[src/btnPkg.sv]
package btnPkg;

    // ******************************
    // button and bus types
    // ******************************

    // one bit per button, down is the msb
    typedef struct packed {
        logic down;
        logic up;
        logic left;
        logic right;
    } btnVec_t;

    // plain strobe bus from the host
    typedef struct packed {
        logic        ren;
        logic        wen;
        logic [3:0]  addr;
        logic [31:0] wdata;
    } busReq_t;

    // register map, everything above addrIrqEn is unmapped
    typedef enum logic [3:0] {
        addrStatus   = 4'h0,  // debounced levels
        addrPressed  = 4'h1,  // sticky press flags, w1c
        addrReleased = 4'h2,  // sticky release flags, w1c
        addrIrqEn    = 4'h3   // per button irq enable
    } regAddr_e;

    typedef enum logic [0:0] {
        stIdle     = 1'b0,
        stCounting = 1'b1
    } debState_e;

    // ******************************
    // timing
    // ******************************

    // steady cycles before the stable level follows, small for sim
    localparam int debounceCycles = 16;

    localparam int syncDepth = 2;  // synchronizer flops

    localparam logic [31:0] unmappedValue = 32'hFFFF_FFFF;

endpackage

[src/btnDebounce.sv]
`timescale 1ns/1ps

module btnDebounce (
    input  logic clk,
    input  logic rstN,
    input  logic btnIn,
    output logic btnStable
);

    // ******************************
    // synchronizer
    // ******************************

    logic [btnPkg::syncDepth-1:0] syncReg;
    logic                         syncIn;

    always_ff @(posedge clk or negedge rstN) begin
        if (!rstN) begin
            syncReg <= '0;
        end else begin
            syncReg <= {syncReg[btnPkg::syncDepth-2:0], btnIn};
        end
    end

    assign syncIn = syncReg[btnPkg::syncDepth-1];

    // ******************************
    // debounce fsm
    // ******************************

    btnPkg::debState_e state;
    btnPkg::debState_e nextState;

    logic [$clog2(btnPkg::debounceCycles)-1:0] count;

    logic differs;    // sync input away from stable level
    logic countDone;
    logic countInc;
    logic takeLevel;

    assign differs   = (syncIn != btnStable);
    assign countDone = (int'(count) == btnPkg::debounceCycles - 1);

    always_comb begin
        nextState = state;
        countInc  = 1'b0;
        takeLevel = 1'b0;
        case (state)
            btnPkg::stIdle: begin
                if (differs) begin
                    nextState = btnPkg::stCounting;
                    countInc  = 1'b1;
                end
            end
            btnPkg::stCounting: begin
                if (!differs) begin
                    nextState = btnPkg::stIdle;  // bounce, restart the wait
                end else if (countDone) begin
                    nextState = btnPkg::stIdle;
                    takeLevel = 1'b1;
                end else begin
                    countInc = 1'b1;
                end
            end
            default: begin
                nextState = btnPkg::stIdle;
            end
        endcase
    end

    always_ff @(posedge clk or negedge rstN) begin
        if (!rstN) begin
            state <= btnPkg::stIdle;
        end else begin
            state <= nextState;
        end
    end

    // counter only runs while the difference holds
    always_ff @(posedge clk or negedge rstN) begin
        if (!rstN) begin
            count <= '0;
        end else if (countInc) begin
            count <= count + 1'b1;
        end else begin
            count <= '0;
        end
    end

    always_ff @(posedge clk or negedge rstN) begin
        if (!rstN) begin
            btnStable <= 1'b0;
        end else if (takeLevel) begin
            btnStable <= syncIn;
        end
    end

endmodule

[src/btnEventLatch.sv]
`timescale 1ns/1ps

module btnEventLatch (
    input  logic            clk,
    input  logic            rstN,
    input  btnPkg::btnVec_t stable,
    input  btnPkg::btnVec_t clrPressed,
    input  btnPkg::btnVec_t clrReleased,
    output btnPkg::btnVec_t pressedFlags,
    output btnPkg::btnVec_t releasedFlags
);

    // ******************************
    // edge detect
    // ******************************

    btnPkg::btnVec_t prevStable;
    btnPkg::btnVec_t riseEdge;
    btnPkg::btnVec_t fallEdge;

    always_ff @(posedge clk or negedge rstN) begin
        if (!rstN) begin
            prevStable <= '0;  // matches stable level out of reset
        end else begin
            prevStable <= stable;
        end
    end

    assign riseEdge = btnPkg::btnVec_t'(stable & ~prevStable);
    assign fallEdge = btnPkg::btnVec_t'(~stable & prevStable);

    // ******************************
    // sticky flags
    // ******************************

    btnPkg::btnVec_t pressedNext;
    btnPkg::btnVec_t releasedNext;

    // set wins over a clear in the same cycle
    always_comb begin
        pressedNext  = btnPkg::btnVec_t'((pressedFlags & ~clrPressed) | riseEdge);
        releasedNext = btnPkg::btnVec_t'((releasedFlags & ~clrReleased) | fallEdge);
    end

    always_ff @(posedge clk or negedge rstN) begin
        if (!rstN) begin
            pressedFlags  <= '0;
            releasedFlags <= '0;
        end else begin
            pressedFlags  <= pressedNext;
            releasedFlags <= releasedNext;
        end
    end

endmodule

[src/btnRegFile.sv]
`timescale 1ns/1ps

module btnRegFile (
    input  logic            clk,
    input  logic            rstN,
    input  btnPkg::busReq_t busReq,
    input  btnPkg::btnVec_t stable,
    input  btnPkg::btnVec_t pressedFlags,
    input  btnPkg::btnVec_t releasedFlags,
    output btnPkg::btnVec_t clrPressed,
    output btnPkg::btnVec_t clrReleased,
    output logic [31:0]     rdata,
    output logic            irq
);

    // ******************************
    // address decode
    // ******************************

    btnPkg::regAddr_e regAddr;

    logic wrPressed;
    logic wrReleased;
    logic wrIrqEn;

    assign regAddr = btnPkg::regAddr_e'(busReq.addr);

    assign wrPressed  = busReq.wen && (regAddr == btnPkg::addrPressed);
    assign wrReleased = busReq.wen && (regAddr == btnPkg::addrReleased);
    assign wrIrqEn    = busReq.wen && (regAddr == btnPkg::addrIrqEn);

    // w1c masks, one cycle wide
    assign clrPressed  = wrPressed  ? btnPkg::btnVec_t'(busReq.wdata[3:0]) : '0;
    assign clrReleased = wrReleased ? btnPkg::btnVec_t'(busReq.wdata[3:0]) : '0;

    // ******************************
    // irq enable
    // ******************************

    btnPkg::btnVec_t irqEn;

    always_ff @(posedge clk or negedge rstN) begin
        if (!rstN) begin
            irqEn <= '0;
        end else if (wrIrqEn) begin
            irqEn <= btnPkg::btnVec_t'(busReq.wdata[3:0]);
        end
    end

    // ******************************
    // read mux
    // ******************************

    logic [31:0] readValue;

    always_comb begin
        case (regAddr)
            btnPkg::addrStatus:   readValue = {28'd0, stable};
            btnPkg::addrPressed:  readValue = {28'd0, pressedFlags};
            btnPkg::addrReleased: readValue = {28'd0, releasedFlags};
            btnPkg::addrIrqEn:    readValue = {28'd0, irqEn};
            default:              readValue = btnPkg::unmappedValue;
        endcase
    end

    // holds between reads
    always_ff @(posedge clk or negedge rstN) begin
        if (!rstN) begin
            rdata <= '0;
        end else if (busReq.ren) begin
            rdata <= readValue;
        end
    end

    // level interrupt, any enabled press pending
    logic irqNext;

    assign irqNext = |(pressedFlags & irqEn);

    always_ff @(posedge clk or negedge rstN) begin
        if (!rstN) begin
            irq <= 1'b0;
        end else begin
            irq <= irqNext;
        end
    end

endmodule

[src/btnPeripheral.sv]
`timescale 1ns/1ps

module btnPeripheral (
    input  logic            clk,
    input  logic            rstN,
    input  btnPkg::btnVec_t btnRaw,
    input  btnPkg::busReq_t busReq,
    output logic [31:0]     rdata,
    output logic            irq
);

    wire btnPkg::btnVec_t stable;  // one bit per debouncer
    btnPkg::btnVec_t      pressedFlags;
    btnPkg::btnVec_t      releasedFlags;
    btnPkg::btnVec_t      clrPressed;
    btnPkg::btnVec_t      clrReleased;

    // ******************************
    // debouncers
    // ******************************

    btnDebounce debDown (
        .clk       (clk),
        .rstN      (rstN),
        .btnIn     (btnRaw.down),
        .btnStable (stable.down)
    );

    btnDebounce debUp (
        .clk       (clk),
        .rstN      (rstN),
        .btnIn     (btnRaw.up),
        .btnStable (stable.up)
    );

    btnDebounce debLeft (
        .clk       (clk),
        .rstN      (rstN),
        .btnIn     (btnRaw.left),
        .btnStable (stable.left)
    );

    btnDebounce debRight (
        .clk       (clk),
        .rstN      (rstN),
        .btnIn     (btnRaw.right),
        .btnStable (stable.right)
    );

    btnEventLatch eventLatch (
        .clk           (clk),
        .rstN          (rstN),
        .stable        (stable),
        .clrPressed    (clrPressed),
        .clrReleased   (clrReleased),
        .pressedFlags  (pressedFlags),
        .releasedFlags (releasedFlags)
    );

    btnRegFile regFile (
        .clk           (clk),
        .rstN          (rstN),
        .busReq        (busReq),
        .stable        (stable),
        .pressedFlags  (pressedFlags),
        .releasedFlags (releasedFlags),
        .clrPressed    (clrPressed),
        .clrReleased   (clrReleased),
        .rdata         (rdata),
        .irq           (irq)
    );

endmodule

[config.mk]
export PLATFORM = sky130hd
export DESIGN_NAME = btnPeripheral
export DESIGN_NICKNAME = d
export VERILOG_FILES = /design/src/btnPkg.sv /design/src/btnDebounce.sv /design/src/btnEventLatch.sv /design/src/btnRegFile.sv /design/src/btnPeripheral.sv
export SDC_FILE = /design/constraint.sdc
export NUM_CORES = 1
export LEC_CHECK = 0
export BUFFER_PORTS_ARGS = -buffer_cell sky130_fd_sc_hd__buf_2
export CAP_MARGIN = 20
export CORE_ASPECT_RATIO = 2
export CORE_MARGIN = 2
export CORE_UTILIZATION = 50
export DETAILED_ROUTE_END_ITERATION = 10
export GPL_ROUTABILITY_DRIVEN = 0
export GPL_TIMING_DRIVEN = 0
export HOLD_SLACK_MARGIN = 0.15
export PLACE_DENSITY = 0.82
export SLEW_MARGIN = 30
export SYNTH_ARGS = -nofsm -noshare
export SYNTH_HDL_FRONTEND = slang
export SYNTH_SLANG_ARGS = --single-unit
[constraint.sdc]
create_clock -name clk -period 2.2 [get_ports clk]
set_clock_uncertainty 0.1 [all_clocks]
set_input_delay 0.22 -clock clk [delete_from_list [all_inputs] [get_ports clk]]
set_output_delay 0.22 -clock clk [all_outputs]
set_load 0.01 [all_outputs]
==> run metrics, run 1 <==
post-synth cell types 29; die footprint 5305 um2; status finished, final reports clean; final global-route overflow total 0; non-filler cells, final 314; # DRC 0; max-cap viol count 0; ANT nets after route 0; post-synthesis sequential area ratio around 57%; RSZ-0062 raised after global routing false; Synth-to-Final Area Change 21.96%; # port buffers 47; Hold Path Class input pin to register; Setup CP Type register to output port; Final Hold Vio Count 0; Net count, final 306; Hold Slack around 0.21 ns; first-pass GRT wire length slightly above 7000 um; fin crit share 82.07%; clk buf depth 2; Worst setup SP type register; clk_lat worst skew approximately 0.31 ns; Cells after Synth 194; #FFs+latches synth 54; synth warn 0; syn_area_per_cell 12.13 um2; H-Tree Depth 2; Die X 52.51 um; Starting Density 51.68%; Max VDD drop 0.6218 mV; Total Routing Usage GR about 18%; max frequency between 500 and 600 MHz; max_slew headroom 49.85%; cts bufs inserted 5; fin crit period 1.805 ns; Sink Count 54; Setup Buffers After CTS 0; drt pass-1 iters 4; vias per cell ~5.0; CP Capture Type output port; fraction of layout cells with a size suffix above 1 a little under two fifths; syn nets 242; cell area after synthesis 2354 um2; Critical Path RT 1.88 ns; vias in the first global route 1546; CTS tree yes; Top Ports between 70 and 80; dpl ws 0.6793 ns; CP Max Fanout 29; Fill cells ~380; Core Box Area 4554 um2; Final Slew Violations 0; die height 101.0 um; total chip power 2.115 mW; post-DP HPWL roughly 3200 um; Power per Cell Area around 740 nW/um2; final setup fails 0; ANT cells 0; Pleak ~1.4 nW; pin count of the biggest net entering global routing 55; via count about 1600; Inst Count DP 296; CTS Root Cell clkbuf_8; wire length per cell 13.56 um; DR iter-0 viols 31; fin worst setup slack 0.3945 ns; arrival time worst endpoint 1.49 ns; worst-margin pin slew about 0.75 ns; Fin Setup TNS 0 ns; FP Rows 35; Total Routed Length roughly 4300 um; initial antenna violation count 0; Worst-path clk slew approximately 0.1 ns
-- cell families after synthesis --
family | Yosys count | share of synthesized area [%]
AO/OA/AOI/OAI | 23 | 7.123
multiplexers | 8 | 4.466
AND/OR/NAND/NOR | 56 | 14.09
adder cells (fa/ha/maj) | 4 | 2.127
XOR/XNOR | 12 | 4.466
flip-flops | 54 | 57.42
buffers and inverters | 37 | 10.31
-- cells in the final DEF (no fill, tap or decap), types with 2 or more instances in the layout --
cell type,count
or2_2,4
o21ai_0,4
mux2_4,4
buf_2,48
and2_1,4
nand2_1,9
xor2_1,4
ha_1,4
nand3_1,8
dfrtp_1,54
dlygate4sd3_1,10
and4_1,4
a22o_1,4
a22oi_1,2
nor2_1,17
mux2_2,4
inv_1,8
nand4b_1,4
buf_4,28
a221oi_1,4
o2bb2ai_1,4
clkbuf_8,5
a21oi_1,4
xnor2_1,8
-- final timing paths --
kind                                        to  cells past startpoint           startpoint  slack (ns)
min reg2reg                debRight.syncReg[1]                      0  debRight.syncReg[0]        0.25
min                           regFile.rdata[3]                      4           busReq[35]        0.21
max                                  rdata[26]                      2    regFile.rdata[30]        0.39
max in group asynchronous    debRight.count[0]                      2                 rstN        1.16
min in group asynchronous     debDown.count[2]                      2                 rstN        0.37
max reg2reg                   debDown.count[1]                      5     debDown.count[0]        0.68
-- layout make-up --
class | count | area (um2) | area share, %
Sequential cell | 54 | 1351 | 47.08
Inverter | 8 | 30.03 | 1.046
Clock buffer | 6 | 72.57 | 2.528
Tap cell | 55 | 68.82 | 2.398
Multi-Input combinational cell | 103 | 759.5 | 26.46
Buffer | 29 | 212.7 | 7.411
Clock inverter | 2 | 37.54 | 1.308
Timing Repair Buffer | 57 | 337.8 | 11.77
-- power breakdown --
group	leakage (nW)	switching, mW	internal (mW)	total (mW)
clock	0.0514	0.309	0.340	0.649
combinational	0.621	0.142	0.192	0.334
sequential	0.679	0.0631	1.07	1.13
total	1.35	0.514	1.60	2.12
-- metrics by stage --
stage                     utilization, %  cell area [um2]
after global routing               63.02             2870
after global placement             58.35             2658
after detailed placement           58.41             2660
after CTS                          63.02             2870
after floorplan                        -             2354
final                              63.02             2870
-- flip-flops by register name, indices dropped and copies added (netlist names), 2 cells and up --
name,flops
debLeft.syncReg,2
eventLatch.prevStable,4
regFile.rdata,5
debDown.syncReg,2
debUp.syncReg,2
debLeft.count,4
debRight.count,4
regFile.irqEn,4
eventLatch.pressedFlags,4
eventLatch.releasedFlags,4
debDown.count,4
debUp.count,4
debRight.syncReg,2
-- what timing repair did --
item,4_1_cts,5_1_grt
resized for setup,0,0
hold buffers,10,0
endpoints found under the hold margin,71,0
-- worst max-delay path: stages, from the launching register on --
cell and delay (ns):
dfrtp_1 0.84, buf_4 0.22, buf_2 0.12
-- synth_stat cells --
cell       instances  area (um2)
a21oi_1            4       20.02
and2_1             4       25.02
a221oi_1           4       35.03
nand3_4            1       17.52
nor4b_2            1       15.01
mux2_4             4       60.06
buf_2              2       10.01
nand4b_1           4       35.03
nor2b_1            1       6.260
a22o_1             4       35.03
or3b_1             1       8.760
ha_1               4       50.05
and4_1             4       35.03
nor2_1            17       63.81
mux2_2             4       45.04
nor3b_4            1       18.77
nor3b_1            1       7.510
xnor2_1            8       70.07
o21ai_0            4       20.02
nand3_1            8       40.04
inv_1              8       30.03
buf_4             27       202.7
a22oi_1            2       15.01
or2_2              4       25.02
dfrtp_1           54        1351
nand2_1            9       33.78
xor2_1             4       35.03
o21a_1             1       7.510
o2bb2ai_1          4       35.03
-- routing by layer --
layer  track usage, %  wire length (um)  vias to the layer above
met5                0                 0                        -
met4            9.270               122                        0
met3            2.671               216                        8
met2            32.12              2329                       54
met1            20.00              1591                      746
li1                 -                 -                      760
(Power assumes the default switching activity.)
==> inputs of run 2 (changes only) <==
==> constraint.sdc (replaced) <==
create_clock -name clk -period 1.8 [get_ports clk]
set_clock_uncertainty 0.1 [all_clocks]
set_input_delay 0.18 -clock clk [delete_from_list [all_inputs] [get_ports clk]]
set_output_delay 0.18 -clock clk [all_outputs]
set_load 0.01 [all_outputs]
==> run 2 against run 1 <==
Compared with the run above: final area about the same; highest routed layer unchanged; register-to-register slack got worse by 0.40 ns; die area unchanged; largest power group unchanged; flip-flop and latch count unchanged; clock-buffer cell count unchanged; combinational power increased by 22%; worst setup slack got worse by 0.24 ns; sequential share of layout area about the same.
==> run metrics, run 2 (same netlist as run 1, synthesis figures left out) <==
Synth-to-Final Area Change 22.01% (about the same); initial antenna violation count 0 (unchanged); worst path cell trace dlygate4sd3_1 -> buf_2 -> or3b_1 -> a221oi_1 -> a21oi_1; first-pass GRT wire length 7120 um (about the same); max reg flops 5 (unchanged); most common cell after layout, fill and taps aside dfrtp_1; Max VDD drop 0.7595 mV (+22%); Total Routed Length 4263 um (about the same); total chip power 2.585 mW (+22%); Pleak 1.351 nW (about the same); Setup Buffers After CTS 0 (unchanged); CP bufs+invs 2 (unchanged); drt pass-1 iters 4 (unchanged); via count 1575 (+0.45%); R2R Setup Slk 0.28 ns (-0.40 ns); Worst setup SP type input pin; max-cap viol count 0 (unchanged); max_slew headroom 56.18% (+6.3 points); post-DP HPWL 3163 um (unchanged); wire length per cell 13.58 um (about the same); die footprint 5305 um2 (unchanged); Critical-path top delay cell dlygate4sd3_1; met2 usage 32.21% (+0.096 points); met3 usage 2.671% (unchanged); largest register by flop count regFile.rdata; fin crit share 91.28%; CP Capture Type register; Fin Setup TNS 0 ns (unchanged); CP peak stage delay 0.54 ns (-0.30 ns); DR iter-0 viols 28 (-9.7%); fin crit period 1.643 ns; dpl ws 0.2965 ns (-0.3828 ns); final setup fails 0 (unchanged); vias per cell 5.016 (+0.45%); Final Util 63.05% (about the same); RSZ-0062 raised after global routing false; ANT cells 0 (unchanged); Top Ports 77 (unchanged); Final Hold Vio Count 0 (unchanged); ANT nets after route 0 (unchanged); Final Slew Violations 0 (unchanged); Net count, final 306 (unchanged); Hold Slack 0.1695 ns (-0.03914 ns); # port buffers 47 (unchanged); met1 GRT Util 20.00% (unchanged); die height 101.0 um (unchanged); Fill cells 380 (+0.26%); H-Tree Depth 2 (unchanged); final global-route overflow total 0 (unchanged); Core Box Area 4554 um2 (unchanged); CTS tree yes; Hold Crit Depth 4 (unchanged); CTS Root Cell clkbuf_8; clk_lat worst skew 0.31 ns (about the same); Total Routing Usage GR 18.12% (+0.030 points); launching point of the worst reg2reg path debDown.count[0]; Power per Cell Area 900.1 nW/um2 (+22%); Die X 52.51 um (unchanged); clk buf depth 2 (unchanged); vias in the first global route 1546 (unchanged); fraction of layout cells with a size suffix above 1 38.22% (+0.39 points); GR peak layer met2; delay-heaviest family, CP buffers and inverters; Sink Count 54 (unchanged); Hold Path Class input pin to register; Hold Startpoint busReq[35]; max frequency 608.6 MHz; pin count of the biggest net entering global routing 55 (unchanged); R2R cell count 5 (unchanged); most frequent cells in the layout dfrtp_1, buf_2, buf_4, nor2_1, dlygate4sd3_1; arrival time worst endpoint 1.72 ns (+0.23 ns); Worst Hold End regFile.rdata[3]; cts bufs inserted 5 (unchanged); FP Rows 35 (unchanged); # DRC 0 (unchanged); Starting Density 51.68% (unchanged); fin worst setup slack 0.1569 ns (-0.2376 ns); Setup CP Type input pin to register; worst reg2reg endpoint debDown.count[1]; CP Max Fanout 6 (-79%); worst-margin pin slew 0.6572 ns (-0.09506 ns); Worst-path clk slew 0.10 ns (about the same); Critical Path RT 1.88 ns (about the same); status finished, final reports clean
## run 2: final cells by class
class	instances	area, um2	area share [%]
Clock buffer	6	72.57	2.527
Inverter	8	30.03	1.046
Buffer	29	212.7	7.407
Tap cell	55	68.82	2.397
Sequential cell	54	1353	47.10
Clock inverter	2	37.54	1.307
Multi-Input combinational cell	103	759.5	26.45
Timing Repair Buffer	57	337.8	11.76
## run 2: where the power goes
part / internal, mW / switching (mW) / total, mW
Sequential: 1.31 / 0.0770 / 1.38
Combinational: 0.233 / 0.174 / 0.406
Clock: 0.415 / 0.379 / 0.794
Total: 1.96 / 0.629 / 2.58
## run 2: per-stage QoR
stage                     cells  area (um2)
after global placement      296        2658
final                       314        2872
after global routing        314        2872
after floorplan             194        2354
after CTS                   314        2872
after detailed placement    296        2660
## run 2: worst min-delay path, stage by stage
cell and delay (ns):
buf_2 0.14, nor3b_1 0.10, nand2_1 0.07, a21oi_1 0.06
## run 2: worst max path at each step
stage / to / slack [ns] / start / depth (start not counted)
final: regFile.rdata[0] / 0.16 / busReq[37] / 5
after global routing: regFile.rdata[0] / 0.08 / busReq[37] / 5
after floorplan: debDown.count[1] / 0.38 / debDown.count[0] / 5
after CTS: regFile.rdata[0] / 0.20 / busReq[37] / 5
after detailed placement: debLeft.count[1] / 0.30 / debLeft.count[0] / 5
after global placement: debUp.count[1] / 0.30 / debUp.count[0] / 5
## run 2: repair_timing
item                       in CTS  in global routing
hold buffers                   10                  0
setup endpoints to repair       1                  0
hold endpoints to repair       74                  0
resized for setup               1                  0
## run 2: per-layer routing
metal	wire [um]	up-vias
met2	2324	54
met5	0	-
met4	120	0
met3	223	8
met1	1595	752
li1	-	761
==> inputs of run 3 (changes only) <==
--- a/config.mk
+++ b/config.mk
@@ -5,9 +5,10 @@
 export SDC_FILE = /design/constraint.sdc
 export NUM_CORES = 1
 export LEC_CHECK = 0
+export ABC_AREA = 1
 export BUFFER_PORTS_ARGS = -buffer_cell sky130_fd_sc_hd__buf_2
 export CAP_MARGIN = 20
-export CORE_ASPECT_RATIO = 2
+export CORE_ASPECT_RATIO = 1.25
 export CORE_MARGIN = 2
 export CORE_UTILIZATION = 50
 export DETAILED_ROUTE_END_ITERATION = 10
==> run 3 against run 2 <==
Compared with the run above: first-iteration DRC count grew to 3.1 times the previous value; via count rose by 18%; die area increased by 2.4%; final area increased by 4.7%; clock-buffer cell count is the same.
==> run metrics, run 3 <==
Inst Count DP 375 (+27%); final global-route overflow total 0 (unchanged); max reg flops 5 (unchanged); final setup fails 0 (unchanged); syn_area_per_cell 9.062 um2 (-25%); top-area cell type share of the netlist area 55.64% (-1.8 points); DR iter-0 viols 87 (+210%); max-cap viol count 0 (unchanged); Final Slew Violations 0 (unchanged); vias per cell 4.689 (-6.5%); first-pass GRT wire length 7224 um (+1.5%); Fin Setup TNS 0 ns (unchanged); #FFs+latches synth 54 (unchanged); fin crit share 84.54% (-6.7 points); Total Routed Length 4245 um (-0.42%); Worst-path clk slew 0.09 ns (about the same); CP Capture Type output port; Top Ports 77 (unchanged); initial antenna violation count 0 (unchanged); total chip power 2.768 mW (+7.1%); Synth area leader dfrtp_1; EDFF count, synth 0 (unchanged); syn nets 316 (+31%); CP peak stage delay 0.64 ns (+0.10 ns); Cells after Synth 268 (+38%); Die X 66.34 um (+26%); RSZ-0062 raised after global routing false; drt pass-1 iters 4 (unchanged); non-filler cells, final 395 (+26%); Setup Buffers After CTS 0 (unchanged); fraction of layout cells with a size suffix above 1 28.96% (-9.3 points); arrival time worst endpoint 1.24 ns (-0.48 ns); cell area after synthesis 2429 um2 (+3.2%); synth warn 0 (unchanged); top cells by area, synth dfrtp_1, nand2_1, buf_4; Fill cells 414 (+8.9%); ANT nets after route 0 (unchanged); H-Tree Depth 2 (unchanged); die height 81.92 um (-19%); FP Rows 28 (-20%); status finished, final reports clean; pin count of the biggest net entering global routing 55 (unchanged); # port buffers 47 (unchanged); CTS Root Cell clkbuf_8; clk buf depth 2 (unchanged); Max VDD drop 0.5449 mV (-28%); via count 1852 (+18%); Commonest cells post-synth nand2_1, dfrtp_1, nor2_1; Total Routing Usage GR 17.56% (-0.57 points); Worst setup SP type register; Pleak 1.521 nW (+13%); clk_lat worst skew 0.31 ns (about the same); max frequency 657.2 MHz (+8.0%); most frequent cells in the layout nand2_1, dfrtp_1, buf_2, nor2_1, buf_4; Starting Density 51.73% (+0.057 points); Final Hold Vio Count 0 (unchanged); Hold Path Class input pin to register; worst-margin pin slew 0.6525 ns (-0.004681 ns); most common cell after layout, fill and taps aside nand2_1; Net count, final 382 (+25%); Sink Count 54 (unchanged); vias in the first global route 1676 (+8.4%); Hold Slack 0.1754 ns (+0.005941 ns); wire length per cell 10.75 um (-21%); Setup CP Type register to output port; max_slew headroom 56.50% (+0.31 points); post-DP HPWL 3012 um (-4.8%); Synth-to-Final Area Change 23.75%; Async SR Flop Fraction 100.0% (unchanged); prevailing post-synth register cell dfrtp_1; worst path cell trace buf_4 -> buf_2; post-synth cell types 19 (-34%); cts bufs inserted 5 (unchanged); Critical-path top delay cell dfrtp_2; Power per Cell Area 921.1 nW/um2 (+2.3%); ANT cells 0 (unchanged); Critical Path RT 1.52 ns (-0.36 ns); die footprint 5434 um2 (+2.4%); fin crit period 1.522 ns (-0.1213 ns); CP Max Fanout 29 (+23); # DRC 0 (unchanged); most frequent cell after synthesis nand2_1; CTS tree yes; largest register by flop count regFile.rdata; Core Box Area 4695 um2 (+3.1%); post-synthesis sequential area ratio 55.64% (-1.8 points)
==> run 3: cell types whose count changed after synthesis, sizes merged, moves of 7 or more <==
cell   previous run  this run
xnor2             8         0
nor2             17        39
o21ai             4        12
mux2              8         0
inv               8        29
nand3             9        18
nand2             9        61
nor3              0         7
==> run 3: cells by family after synthesis <==
logic type,after synthesis,share of synthesized area (%)
flip-flops,54,55.64
adder cells (fa/ha/maj),4,2.061
AND/OR/NAND/NOR,135,24.27
buffers and inverters,58,13.76
AO/OA/AOI/OAI,12,2.473
XOR/XNOR,5,1.803
==> run 3: critical path, delay by kind of cell (launching register included) <==
kind / cells / cell delay, ns
DFF: 1 / 0.64
buffers and inverters: 2 / 0.30
==> run 3: what timing repair did <==
item                                   4_1_cts  5_1_grt
setup endpoints to repair                   27        0
gates resized for setup                      1        0
endpoints found under the hold margin       75        0
hold buffers                                12        0
==> run 3: layout make-up <==
class                      instances  area, um2  share of cell area (%)
buffer                            29      225.2                   7.494
clock buffer                       6      82.58                   2.748
clock inverter                     2      60.06                   1.998
inverter                          29      108.9                   3.622
multi-input combinational        156      743.2                   24.73
sequential                        54       1353                   45.00
tap                               60      75.07                   2.498
timing repair buffer              59      357.8                   11.91
==> run 3: worst paths after layout <==
path                                         start                  to  slack [ns]  cells past startpoint
worst min register to register  debDown.syncReg[0]  debDown.syncReg[1]        0.25                      0
worst max register to register    debDown.count[0]    debDown.count[3]        0.33                      4
worst min-delay path                    busReq[36]    regFile.irqEn[2]        0.18                      3
min in group asynchronous                     rstN    debDown.count[1]        0.36                      2
max in group asynchronous                     rstN   regFile.rdata[30]        0.76                      2
worst max-delay path             regFile.rdata[30]           rdata[23]        0.28                      2
==> run 3: metrics by stage <==
| step | setup slack [ns] | area (um2) | utilization, % |
|---|---|---|---|
| after floorplan | 0.5162 | 2429 | - |
| after global placement | 0.4022 | 2739 | 58.34 |
| after detailed placement | 0.3286 | 2741 | 58.40 |
| after CTS | 0.2400 | 3005 | 64.02 |
| after global routing | 0.1576 | 3005 | 64.02 |
| final | 0.2783 | 3005 | 64.02 |
==> run 3: per-layer routing <==
metal | part of all wire (%) | global-route usage, % | vias up
met5 | 0 | 0 | -
met4 | 1.3 | 7.347 | 0
met3 | 7.3 | 4.658 | 6
met2 | 51 | 30.90 | 65
met1 | 40 | 20.07 | 847
li1 | - | - | 934
==> run 3: where the power goes <==
part           internal, mW  leakage (nW)  switching (mW)
combinational         0.201         0.778           0.192
clock                 0.593        0.0714           0.378
sequential             1.32         0.672          0.0810
total                  2.12          1.52           0.651
